## src/execPkg.sv

```systemverilog
/*
	Execution stage definitions
	Word types, issue numbers, register indices and opcodes
	shared by the ALU, the load/store unit and the write-back arbiter
*/

package execPkg;

	//////////////////////////////
	// Command field widths
	//////////////////////////////
	localparam int DataW		= 16;				// Operand and result word
	localparam int IssueNoW		= 4;				// Wraps after 15
	localparam int RegIdxW		= 5;				// 32 destination registers
	localparam int AddrW		= 12;				// Memory word address
	localparam int OpW			= 3;				// Opcode field of a command

	//////////////////////////////
	// Word types
	//////////////////////////////
	typedef logic [DataW-1:0]		dataT;
	typedef logic [IssueNoW-1:0]	issueNoT;
	typedef logic [RegIdxW-1:0]		regIdxT;
	typedef logic [AddrW-1:0]		addrT;

	// Which unit a command goes to
	typedef enum logic {
		opAlu		= 1'b0,
		opLdSt		= 1'b1
	} opTypeT;

	// ALU operations with the low product half kept for multiply
	typedef enum logic [OpW-1:0] {
		aluAdd		= 3'd0,
		aluSub		= 3'd1,
		aluAnd		= 3'd2,
		aluOr		= 3'd3,
		aluXor		= 3'd4,
		aluShl		= 3'd5,
		aluMul		= 3'd6
	} aluOpT;

	// Load/store sequencing
	typedef enum logic [1:0] {
		lsIdle		= 2'd0,				// Free for a new access
		lsWaitLoad	= 2'd1,				// Request sent and data not back yet
		lsHold		= 2'd2				// Loaded word waits for write-back
	} ldStStateT;

endpackage
```

## src/execResultIf.sv

```systemverilog
/*
	Pending result entry
	One unit offers a finished result, the arbiter answers with taken
*/

`timescale 1ns/1ps

interface execResultIf;

	logic				valid;				// Entry holds a result
	execPkg::regIdxT	dst;				// Destination register
	execPkg::issueNoT	issueNo;			// Issue number of the command
	execPkg::dataT		data;				// Result word
	logic				taken;				// Arbiter sends it this cycle

	// Producer side
	modport unit (
		output	valid,
		output	dst,
		output	issueNo,
		output	data,
		input	taken
	);

	// Arbiter side
	modport arb (
		input	valid,
		input	dst,
		input	issueNo,
		input	data,
		output	taken
	);

endinterface

```

## src/execUnit.sv

```systemverilog
/*
	Scalar execution stage
	Steers each command to the ALU or the load/store unit and
	merges both results onto one write-back port
*/

`timescale 1ns/1ps

module execUnit #(
	parameter int DataWidth = execPkg::DataW
)(
	input	logic				clock,
	input	logic				rstN,
	input	logic				cmdValid,			// Command strobe
	input	execPkg::opTypeT	cmdType,
	input	logic [execPkg::OpW-1:0]	cmdOp,
	input	execPkg::regIdxT	cmdDst,
	input	execPkg::issueNoT	cmdIssueNo,
	input	execPkg::dataT		cmdSrc1,
	input	execPkg::dataT		cmdSrc2,
	input	execPkg::issueNoT	curIssueNo,
	output	logic				memReq,
	output	logic				memWe,
	output	execPkg::addrT		memAddr,
	output	execPkg::dataT		memWData,
	input	logic				ldValid,
	input	execPkg::dataT		ldData,
	output	logic				lsBusy,
	output	logic				wbValid,
	output	execPkg::regIdxT	wbDst,
	output	execPkg::issueNoT	wbIssueNo,
	output	execPkg::dataT		wbData,
	output	logic				storeDone
);

	logic						aluStart;
	logic						lsStart;

	execResultIf				aluRes ();
	execResultIf				lsRes ();

	assign aluStart		= cmdValid & (cmdType == execPkg::opAlu);
	assign lsStart		= cmdValid & (cmdType == execPkg::opLdSt);

	aluUnit #(
		.DataWidth(		DataWidth						)
	) i_aluUnit (
		.clock(			clock							),
		.rstN(			rstN							),
		.start(			aluStart						),
		.op(			execPkg::aluOpT'(cmdOp)			),
		.dst(			cmdDst							),
		.issueNo(		cmdIssueNo						),
		.src1(			cmdSrc1							),
		.src2(			cmdSrc2							),
		.res(			aluRes.unit						)
	);

	ldStUnit i_ldStUnit (
		.clock(			clock							),
		.rstN(			rstN							),
		.start(			lsStart							),
		.isStore(		cmdOp[0]						),	// Odd opcode stores
		.dst(			cmdDst							),
		.issueNo(		cmdIssueNo						),
		.addr(			cmdSrc1[execPkg::AddrW-1:0]		),	// Truncated word address
		.stData(		cmdSrc2							),
		.memReq(		memReq							),
		.memWe(			memWe							),
		.memAddr(		memAddr							),
		.memWData(		memWData						),
		.ldValid(		ldValid							),
		.ldData(		ldData							),
		.busy(			lsBusy							),
		.storeDone(		storeDone						),
		.res(			lsRes.unit						)
	);

	wbArbiter i_wbArbiter (
		.curIssueNo(	curIssueNo						),
		.aluRes(		aluRes.arb						),
		.lsRes(			lsRes.arb						),
		.wbValid(		wbValid							),
		.wbDst(			wbDst							),
		.wbIssueNo(		wbIssueNo						),
		.wbData(		wbData							)
	);

	// Both entries must never drain in one cycle over a single port
	wbOneTaken: assert property (@(posedge clock) disable iff (!rstN)
		!(aluRes.taken && lsRes.taken))
		else $error("Both results taken in the same cycle");

endmodule

```

## src/wbArbiter.sv

```systemverilog
/*
	Write-back arbiter
	Sends the oldest pending result to the write-back port,
	age measured from the current issue number
*/

`timescale 1ns/1ps

module wbArbiter (
	input	execPkg::issueNoT	curIssueNo,		// Next issue number to go out
	execResultIf.arb			aluRes,
	execResultIf.arb			lsRes,
	output	logic				wbValid,
	output	execPkg::regIdxT	wbDst,
	output	execPkg::issueNoT	wbIssueNo,
	output	execPkg::dataT		wbData
);

	execPkg::issueNoT			aluAge;
	execPkg::issueNoT			lsAge;
	logic						lsOlder;
	logic						pickLs;
	logic						pickAlu;

	//////////////////////////////
	// Age of each entry
	//////////////////////////////

	// Modulo subtraction keeps the order across the wrap
	assign aluAge		= curIssueNo - aluRes.issueNo;
	assign lsAge		= curIssueNo - lsRes.issueNo;
	assign lsOlder		= lsAge > aluAge;

	//////////////////////////////
	// Selection
	//////////////////////////////
	always_comb begin
		pickLs	= 1'b0;
		pickAlu	= 1'b0;
		if (lsRes.valid && aluRes.valid) begin
			pickLs	= lsOlder;
			pickAlu	= ~lsOlder;						// Loser waits one cycle
		end else if (lsRes.valid) begin
			pickLs	= 1'b1;
		end else if (aluRes.valid) begin
			pickAlu	= 1'b1;
		end
	end

	assign lsRes.taken	= pickLs;
	assign aluRes.taken	= pickAlu;

	//////////////////////////////
	// Write-back port
	//////////////////////////////
	assign wbValid		= aluRes.valid | lsRes.valid;
	assign wbDst		= pickLs ? lsRes.dst		: aluRes.dst;
	assign wbIssueNo	= pickLs ? lsRes.issueNo	: aluRes.issueNo;
	assign wbData		= pickLs ? lsRes.data		: aluRes.data;

endmodule

```

## src/ldStUnit.sv

```systemverilog
/*
	Load/store unit
	One outstanding memory access. A load waits for ldValid and
	keeps the word until write-back, a store only signals completion
*/

`timescale 1ns/1ps

module ldStUnit (
	input	logic				clock,
	input	logic				rstN,
	input	logic				start,			// Load/store command strobe
	input	logic				isStore,
	input	execPkg::regIdxT	dst,
	input	execPkg::issueNoT	issueNo,
	input	execPkg::addrT		addr,
	input	execPkg::dataT		stData,
	output	logic				memReq,			// One cycle request pulse
	output	logic				memWe,
	output	execPkg::addrT		memAddr,
	output	execPkg::dataT		memWData,
	input	logic				ldValid,		// Load data returned
	input	execPkg::dataT		ldData,
	output	logic				busy,
	output	logic				storeDone,
	execResultIf.unit			res
);

	execPkg::ldStStateT			state;
	execPkg::ldStStateT			nextState;

	execPkg::regIdxT			ldDst;
	execPkg::issueNoT			ldIssueNo;
	execPkg::dataT				ldWord;

	//////////////////////////////
	// State machine
	//////////////////////////////
	always_comb begin
		nextState = state;
		case (state)
			execPkg::lsIdle: begin
				if (start && !isStore) begin
					nextState = execPkg::lsWaitLoad;	// Stores never leave idle
				end
			end
			execPkg::lsWaitLoad: begin
				if (ldValid) begin
					nextState = execPkg::lsHold;
				end
			end
			execPkg::lsHold: begin
				if (res.taken) begin
					nextState = execPkg::lsIdle;
				end
			end
			default: nextState = execPkg::lsIdle;
		endcase
	end

	always_ff @(posedge clock) begin
		if (!rstN) begin
			state		<= execPkg::lsIdle;
			memReq		<= 1'b0;
			memWe		<= 1'b0;
			storeDone	<= 1'b0;
		end else begin
			state		<= nextState;
			memReq		<= start;						// Cycle after the command
			memWe		<= start & isStore;
			storeDone	<= start & isStore;				// Same cycle as the write
		end
	end

	//////////////////////////////
	// Access and result payload
	//////////////////////////////
	always_ff @(posedge clock) begin
		if (start) begin
			memAddr		<= addr;
			memWData	<= stData;
		end
		if (start && !isStore) begin
			ldDst		<= dst;
			ldIssueNo	<= issueNo;
		end
		if (state == execPkg::lsWaitLoad && ldValid) begin
			ldWord		<= ldData;
		end
	end

	assign busy			= (state != execPkg::lsIdle);	// Request until taken
	assign res.valid	= (state == execPkg::lsHold);
	assign res.dst		= ldDst;
	assign res.issueNo	= ldIssueNo;
	assign res.data		= ldWord;

	// The issue stage must watch busy
	lsNoStartBusy: assert property (@(posedge clock) disable iff (!rstN)
		start |-> !busy)
		else $error("Load/store command while the unit is busy");

	// Memory answers only an open load
	lsLdValidWait: assert property (@(posedge clock) disable iff (!rstN)
		ldValid |-> state == execPkg::lsWaitLoad)
		else $error("ldValid without an outstanding load");

endmodule

```

## src/aluUnit.sv

```systemverilog
/*
	ALU pipeline
	Stage 1 registers the command, stage 2 computes and holds
	the result until the write-back arbiter takes it
*/

`timescale 1ns/1ps

module aluUnit #(
	parameter int DataWidth = 16
)(
	input	logic				clock,
	input	logic				rstN,
	input	logic				start,			// ALU command strobe
	input	execPkg::aluOpT		op,
	input	execPkg::regIdxT	dst,
	input	execPkg::issueNoT	issueNo,
	input	execPkg::dataT		src1,
	input	execPkg::dataT		src2,
	execResultIf.unit			res
);

	localparam int ShW = $clog2(DataWidth);

	logic						s1Valid;
	execPkg::aluOpT				s1Op;
	execPkg::regIdxT			s1Dst;
	execPkg::issueNoT			s1IssueNo;
	execPkg::dataT				s1Src1;
	execPkg::dataT				s1Src2;

	logic						outValid;
	execPkg::regIdxT			outDst;
	execPkg::issueNoT			outIssueNo;
	execPkg::dataT				outData;

	logic						advance;
	logic [ShW-1:0]				shAmt;
	logic [2*DataWidth-1:0]		prod;
	execPkg::dataT				aluResult;

	assign advance		= ~outValid | res.taken;	// Output entry free next edge
	assign shAmt		= s1Src2[ShW-1:0];
	assign prod			= (2*DataWidth)'(s1Src1) * (2*DataWidth)'(s1Src2);

	//////////////////////////////
	// Stage 1
	//////////////////////////////
	always_ff @(posedge clock) begin
		if (!rstN) begin
			s1Valid <= 1'b0;
		end else if (start) begin
			s1Valid <= 1'b1;
		end else if (advance) begin
			s1Valid <= 1'b0;						// Moved into the output entry
		end
	end

	always_ff @(posedge clock) begin
		if (start) begin
			s1Op		<= op;
			s1Dst		<= dst;
			s1IssueNo	<= issueNo;
			s1Src1		<= src1;
			s1Src2		<= src2;
		end
	end

	//////////////////////////////
	// Stage 2
	//////////////////////////////
	always_comb begin
		case (s1Op)
			execPkg::aluAdd:	aluResult = s1Src1 + s1Src2;
			execPkg::aluSub:	aluResult = s1Src1 - s1Src2;
			execPkg::aluAnd:	aluResult = s1Src1 & s1Src2;
			execPkg::aluOr:		aluResult = s1Src1 | s1Src2;
			execPkg::aluXor:	aluResult = s1Src1 ^ s1Src2;
			execPkg::aluShl:	aluResult = s1Src1 << shAmt;
			execPkg::aluMul:	aluResult = prod[DataWidth-1:0];	// Low half only
			default:			aluResult = '0;
		endcase
	end

	always_ff @(posedge clock) begin
		if (!rstN) begin
			outValid <= 1'b0;
		end else if (advance) begin
			outValid <= s1Valid;
		end
	end

	always_ff @(posedge clock) begin
		if (advance && s1Valid) begin
			outDst		<= s1Dst;
			outIssueNo	<= s1IssueNo;
			outData		<= aluResult;
		end
	end

	assign res.valid	= outValid;
	assign res.dst		= outDst;
	assign res.issueNo	= outIssueNo;
	assign res.data		= outData;

	// A third command with the output stuck would overwrite stage 1
	aluNoOverflow: assert property (@(posedge clock) disable iff (!rstN)
		start |-> !(s1Valid && outValid && !res.taken))
		else $error("ALU command while both stages are full");

endmodule

```

## config.mk

```make
export PLATFORM = sky130hd
export DESIGN_NAME = execUnit
export DESIGN_NICKNAME = d
export VERILOG_FILES = /design/src/execPkg.sv /design/src/execResultIf.sv /design/src/execUnit.sv /design/src/wbArbiter.sv /design/src/ldStUnit.sv /design/src/aluUnit.sv
export SDC_FILE = /design/constraint.sdc
export NUM_CORES = 1
export LEC_CHECK = 0
export BUFFER_PORTS_ARGS = -buffer_cell sky130_fd_sc_hd__buf_2
export CAP_MARGIN = 20
export CORE_ASPECT_RATIO = 0.9
export CORE_UTILIZATION = 65
export CTS_CLUSTER_DIAMETER = 30
export CTS_CLUSTER_SIZE = 20
export DETAILED_ROUTE_END_ITERATION = 8
export GPL_TIMING_DRIVEN = 0
export PLACE_DENSITY = 0.87
export RECOVER_POWER = 50
export SYNTH_ARGS = -nofsm -noshare
export SYNTH_HDL_FRONTEND = slang
export SYNTH_SLANG_ARGS = --single-unit
```

## constraint.sdc

```tcl
create_clock -name clock -period 18.06 [get_ports clock]
set_input_delay 1.806 -clock clock [delete_from_list [all_inputs] [get_ports clock]]
set_output_delay 1.806 -clock clock [all_outputs]
set_load 0.005 [all_outputs]
```

Yosys cells after proc, flatten, opt, wreduce, memory -nomap -nowiden --
Cells that the tools add are included.
Word-level totals: register bits after elaboration 128, output and inout port bits 58, word-level logic and storage cells 72
Operators by class: order comparisons 1, reduce and logical (&&, ||, !) cells 10, multiply operators 1, shifts and indexed selects 1, bitwise logic cells 11, add/sub/neg operators 4, muxes and demuxes 15, eq/ne operators 11
Operators by type and width (count):
- 16-bit case mux with 7 select lines | 1
- 16-bit adder | 1
- 16-bit bitwise AND | 1
- 16-bit by 16-bit multiplier with 16-bit output | 1
- 16-bit two-way mux | 1
- 16-bit OR | 1
- 16-bit by 4-bit left shift with 16-bit output | 1
- 16-bit subtractor | 1
- 16-bit XOR | 1
- 3-bit == test (second input constant) | 3
- 4-bit subtractor | 2
- 1-bit two-way mux | 7
- 3-bit by 2-bit == test with 1-bit output (second input constant) | 2
- 2-bit two-way mux | 3
- 2-bit case mux with 3 select lines | 1
- 5-bit two-way mux | 1
- 4-bit > comparator | 1
- 1-bit logical AND | 4
- 4-bit two-way mux | 1
- 2-bit != test (second input constant) | 2
- 2-bit nonzero test | 2
- 1-bit bitwise AND | 3
- 3-bit by 1-bit == test with 1-bit output (second input constant) | 1
- 3-bit logical NOT | 1
- other kinds (8) | 11

Logic depth before layout (Yosys ltp) --
depth in word-level cells 7, gate-level depth with buffers 23

Modules after synthesis --
From an unflattened synthesis, not the netlist that was laid out.
Second synthesis, totals: cells, all modules 1061, area total of the unflattened synthesis 11237.0 sq um
Modules (own cells, without submodules):
- aluUnit | area an instance 8783.4 sq um, times used 1, cells an instance 916, sequential area each 2112.0 sq um
- ldStUnit | area an instance 1765.4 sq um, times used 1, cells an instance 70, sequential area each 1671.6 sq um
- wbArbiter | area an instance 671.9 sq um, times used 1, cells an instance 73, sequential area each 0.0 sq um
- execUnit | area an instance 16.3 sq um, times used 1, cells an instance 2, sequential area each 0.0 sq um

Least setup slack after synthesis --
No wires, ideal clock.
path type in2out, start in curIssueNo[0], end out wbData[12], path slack 12040 ps, stages 14, data required time 16254 ps, arrival time 4214 ps, cells stage by stage inv_1 ha_1 inv_1 fa_1 inv_1 ha_1 nor2b_1 o21a_1 o21a_1 o21ai_1 and2_1 nor2_2 buf_2 mux2_2
Between the ends: word-level cells in the longest chain between the ends 4
Ends and longest elaborated chain:
- start, declared | line execUnit.sv:21 | input execPkg::issueNoT curIssueNo,
- 4-bit subtractor (on tied branches) | line wbArbiter.sv:31, wbArbiter.sv:30
- 4-bit > comparator * | line wbArbiter.sv:32 | assign lsOlder = lsAge > aluAge;
- 1-bit two-way mux * | line wbArbiter.sv:40 | if (lsRes.valid && aluRes.valid) begin
- 16-bit two-way mux * | line wbArbiter.sv:59 | assign wbData = pickLs ? lsRes.data : aluRes.data;
- end, declared | line execUnit.sv:32 | output execPkg::dataT wbData,
Mark *: on every way between the ends. The rest lies on a longest branch, timed or not.

Final worst setup path --
start reg i_aluUnit.s1Src2[2], end reg i_aluUnit.outData[15] (netlist: i_aluUnit.res.data[15]) (data pin)
Between the ends: word-level cells in the longest chain between the ends 2
Ends and longest elaborated chain:
- start, declared | line aluUnit.sv:30 | execPkg::dataT s1Src2;
- start signal, assigned | line aluUnit.sv:65 | s1Src2 <= src2;
- 16-bit by 16-bit multiplier with 16-bit output (tied with other cells) | line aluUnit.sv:44 | assign prod = (2*DataWidth)'(s1Src1) * (2*DataWidth)'(s1Src2);
- 16-bit case mux with 7 select lines * | line aluUnit.sv:73 | case (s1Op)
- via i_aluUnit.aluResult[15] | line aluUnit.sv:40 | execPkg::dataT aluResult;
- end signal, assigned | line aluUnit.sv:97 | outData <= aluResult;
- end, declared | line aluUnit.sv:35 | execPkg::dataT outData;
The timed path passes the listed nets; every way through them passes the cells marked *. A chain may end at the register's enable or synchronous reset.

==> summary.md <==
| Metric | Value |
|---|---|
| Share of the yosys chip area belonging to registers | `0.3432` |
| Final antenna diode count | `0` |
| Nature of the critical path endpoint | `flip-flop` |
| Worst endpoint data arrival time | `7.28 ns` |
| Max Slew Vio Count | `39` |
| Pin count of the biggest net entering global routing | `39` |
| Floorplan die height | `125.6 um` |
| CTS clock-pin slew for the worst setup and hold paths | `0.06 ns` |
| Syn-to-layout area delta | `13.26%` |
| Antenna-violating nets left | `0` |
| Cell taking the most area after synthesis | `sky130_fd_sc_hd__edfxtp_1` |
| Total grt overflow | `0` |
| Via count of the first global-routing pass | `9121` |
| Syn_nets | `1314` |
| Number of instances resized during post-cts repair | `0` |
| Failing checks | `max-capacitance violations, max-slew violations` |
| Root buffer cell | `sky130_fd_sc_hd__clkbuf_16` |
| DRC Markers | `0` |
| Largest stage delay, worst path | `0.62 ns` |
| H-tree depth | `4` |
| Area of combinational cells with multiple inputs | `0.006440 mm2` |
| Setup repair after global routing missed its margin | `no` |
| Relative slew margins | `-0.3671` |
| Number of sinks on the clock net | `128` |
| Largest voltage drop on the vdd net | `102.1 uV` |
| Crit-path most repeated cell | `sky130_fd_sc_hd__fa_1` |
| Sequential cell area in the final layout | `0.003784 mm2` |
| Via density per instance | `6.250` |
| Post-CTS setup-driven buffer insertion count | `0` |
| Number of I/O pins | `127` |
| Maximum root-to-sink buffer count | `2` |
| Fill count | `1106` |
| TritonCTS Buffers | `17` |
| Synthesized instance count | `1054` |
| Top-count cell post-synth | `sky130_fd_sc_hd__inv_1` |
| Slew at the pin closest to its max-slew limit | `2.051 ns` |
| Required time of the worst setup path | `18.17 ns` |
| Status | `complete, but fails checks` |
| Hold slack final | `0.4198 ns` |
| Floorplan die width | `139.3 um` |
| Setup slack after layout | `10.89 ns` |
| Fraction of registers with async set/reset | `0` |
| Final routed wirelength across all metal layers | `33140 um` |
| Post-layout net count | `1462` |
| HPWL reported at the end of detailed placement | `24340 um` |
| WS Path Type | `flip-flop to flip-flop` |
| Synthesized area per cell | `10.46 um2` |
| Biggest fanout along the worst timing path | `10` |
| Global router's overall resource usage | `0.3904` |
| Max-cap violation count | `1` |
| DR WL/cell | `23.30 um` |
| P_leak | `5.603 nW` |
| Antenna violations before repair | `0` |
| Starting density of the core | `0.6742` |
| Post-route setup TNS | `0 ns` |
| Synth Register Bits | `128` |
| Via count of the routed design | `8888` |
| Weighted congestion at the end of routability-driven global placement | `0.9755` |
| Most frequent cells after synthesis | `160 x sky130_fd_sc_hd__inv_1, 122 x sky130_fd_sc_hd__edfxtp_1, 108 x sky130_fd_sc_hd__ha_1, 107 x sky130_fd_sc_hd__nor2_1, 90 x sky130_fd_sc_hd__nand2_1` |
| Cells along the critical path | `buf_2 > inv_1 > buf_2 > buf_1 > nor2_1 > fa_1 > inv_1 > fa_1 > inv_1 > fa_1 > fa_1 > inv_1 > fa_1 > fa_1 > xor2_1 > xnor2_1 > xnor2_1 > xnor2_1 > xnor3_1 > xnor2_1 > o221ai_1` |
| Startpoint Class | `flip-flop` |
| Final setup viols | `0` |
| Time the final worst path needs with I/O delays and setup | `7.170 ns` |
| Length of the first detailed-routing pass in iterations | `8` |
| Total number of placement rows | `44` |
| Fmax | `139.5 MHz` |
| Count of flip-flops with a built-in enable after synthesis | `122` |
| Final period utilization | `0.3970` |
| CTS tree | `yes` |
| Max stage delay cell, worst path | `sky130_fd_sc_hd__buf_1` |
| Power density over the cells | `137.5 mW/mm2` |
| Combined area of all synthesized cells | `0.01102 mm2` |
| Post-Place Worst Slack | `11.13 ns` |
| Number of warning messages in the yosys log | `0` |
| Iteration-0 DRC Markers | `1049` |
| Layout Skew | `0.01200 ns` |
| Core Box Area | `0.01635 mm2` |
| Number of failing hold endpoints at the final stage | `0` |
| Die area | `0.01749 mm2` |
| First-pass GRT wire length | `50120 um` |
| Number of buffers added on ports | `126` |
| Path category of the worst min-delay check | `flip-flop to flip-flop` |
| Main flop type after synthesis | `sky130_fd_sc_hd__edfxtp_1` |
| Latest clock arrival within the worst-skew pair | `0.42 ns` |
| Top post-synthesis cells by area | `sky130_fd_sc_hd__edfxtp_1 33%, sky130_fd_sc_hd__fa_1 15%, sky130_fd_sc_hd__ha_1 12%, sky130_fd_sc_hd__inv_1 5.4%, sky130_fd_sc_hd__xnor2_1 3.8%` |
| Yosys top cell area share | `0.3323` |
| Fraction of final layout cells with drive strength greater than 1 | `0.1704` |
| Number of buffers inserted for hold repair after clock tree synthesis | `0` |
| Unique masters post-synth | `67` |
cells by family after synthesis:
group / count (synthesis) / share of synthesized area
multiplexers: 57 / 0.06185
buffers and inverters: 204 / 0.07286
flip-flops: 128 / 0.3432
adder cells (fa/ha/maj): 191 / 0.2733
AO/OA/AOI/OAI: 146 / 0.08966
AND/OR/NAND/NOR: 261 / 0.1033
XOR/XNOR: 67 / 0.05584
path summary, 6_finish.rpt:
check / startpoint / depth (start not counted) / slack (ns) / end
max: i_aluUnit.s1Src2[2] / 21 / 10.89 / i_aluUnit.res.data[15]
min reg2reg: i_aluUnit.s1IssueNo[2] / 0 / 0.42 / i_aluUnit.res.issueNo[2]
max reg2reg: i_aluUnit.s1Src2[2] / 21 / 10.89 / i_aluUnit.res.data[15]
min: i_aluUnit.s1IssueNo[2] / 0 / 0.42 / i_aluUnit.res.issueNo[2]
routing by layer:
layer  GRT usage  share of wire  vias to the layer above  wire length [um]
li1            -              -                     3851                 -
met1      0.4889           0.38                     4291             12690
met2      0.6352           0.46                      624             15390
met3      0.1134           0.11                      122              3714
met4      0.1654          0.041                        0              1346
met5           0              0                        -                 0
cell usage in the layout (no fill, tap or decap), types with 4 or more instances in the layout:
cell / Yosys / final
sky130_fd_sc_hd__a211oi_1: 6 / 6
sky130_fd_sc_hd__a21o_1: 6 / 6
sky130_fd_sc_hd__a21oi_1: 39 / 39
sky130_fd_sc_hd__a221oi_1: 4 / 4
sky130_fd_sc_hd__a22oi_1: 4 / 4
sky130_fd_sc_hd__a31oi_1: 10 / 10
sky130_fd_sc_hd__and3_1: 4 / 4
sky130_fd_sc_hd__buf_2: 18 / 119
sky130_fd_sc_hd__clkbuf_1: 17 / 45
sky130_fd_sc_hd__clkbuf_16: 0 / 17
sky130_fd_sc_hd__dfxtp_1: 6 / 6
sky130_fd_sc_hd__edfxtp_1: 122 / 122
sky130_fd_sc_hd__fa_1: 83 / 83
sky130_fd_sc_hd__ha_1: 108 / 108
sky130_fd_sc_hd__inv_1: 160 / 160
sky130_fd_sc_hd__mux2_2: 29 / 29
sky130_fd_sc_hd__mux2i_1: 22 / 22
sky130_fd_sc_hd__mux4_2: 6 / 6
sky130_fd_sc_hd__nand2_1: 90 / 90
sky130_fd_sc_hd__nand2b_1: 6 / 6
sky130_fd_sc_hd__nand3_1: 9 / 9
sky130_fd_sc_hd__nor2_1: 107 / 107
sky130_fd_sc_hd__nor2b_1: 11 / 10
sky130_fd_sc_hd__nor3_1: 12 / 12
sky130_fd_sc_hd__o211ai_1: 4 / 4
sky130_fd_sc_hd__o21a_1: 14 / 14
sky130_fd_sc_hd__o21ai_0: 21 / 21
sky130_fd_sc_hd__o221ai_1: 5 / 5
sky130_fd_sc_hd__o31ai_1: 5 / 5
sky130_fd_sc_hd__xnor2_1: 48 / 48
sky130_fd_sc_hd__xor2_1: 16 / 16
power breakdown:
part           switching [mW]  internal (mW)
clock                   0.133          0.203
sequential             0.0148          0.349
combinational           0.593          0.425
registers in the layout (all words and copies together) (netlist names):
signal	flops
i_ldStUnit.memAddr	12
i_aluUnit.s1IssueNo	4
i_ldStUnit.res.dst	5
i_ldStUnit.res.data	16
i_aluUnit.res.issueNo	4
i_aluUnit.res.dst	5
i_ldStUnit.res.issueNo	4
i_aluUnit.s1Op	3
i_aluUnit.s1Src2	16
i_aluUnit.res.valid	1
i_aluUnit.s1Valid	1
i_ldStUnit.memWData	16
i_aluUnit.res.data	16
i_aluUnit.s1Src1	16
i_ldStUnit.storeDone	1
i_ldStUnit.memReq	1
i_aluUnit.s1Dst	5
i_ldStUnit.state	2
per-stage QoR:
stage                     area, um2    util  power, mW  std cells
after floorplan               11020       -      1.079       1054
final                         12490  0.7636      1.717       1422
after CTS                     12550  0.7673      1.696       1422
after global routing          12490  0.7636      1.820       1422
after global placement        11910  0.7287      1.308       1387
after detailed placement      11980  0.7324      1.351       1390
worst max-delay path, delay by kind of cell (launching register included):
family / cells / cell delay (ns)
adder cells (fa/ha/maj): 6 / 3.09
buffers and inverters: 7 / 1.58
XOR/XNOR: 6 / 1.42
flip-flops: 1 / 0.39
AO/OA/AOI/OAI: 1 / 0.20
AND/OR/NAND/NOR: 1 / 0.17
area by class of cell:
type / count / area share
Clock buffer: 19 / 0.03467
Clock inverter: 13 / 0.01102
Timing Repair Buffer: 129 / 0.05041
Multi-Input combinational cell: 722 / 0.5158
Sequential cell: 128 / 0.3030
Tap cell: 207 / 0.02074
Inverter: 164 / 0.04930
Buffer: 40 / 0.01503
Note: power is estimated with default switching activity, not from simulation.
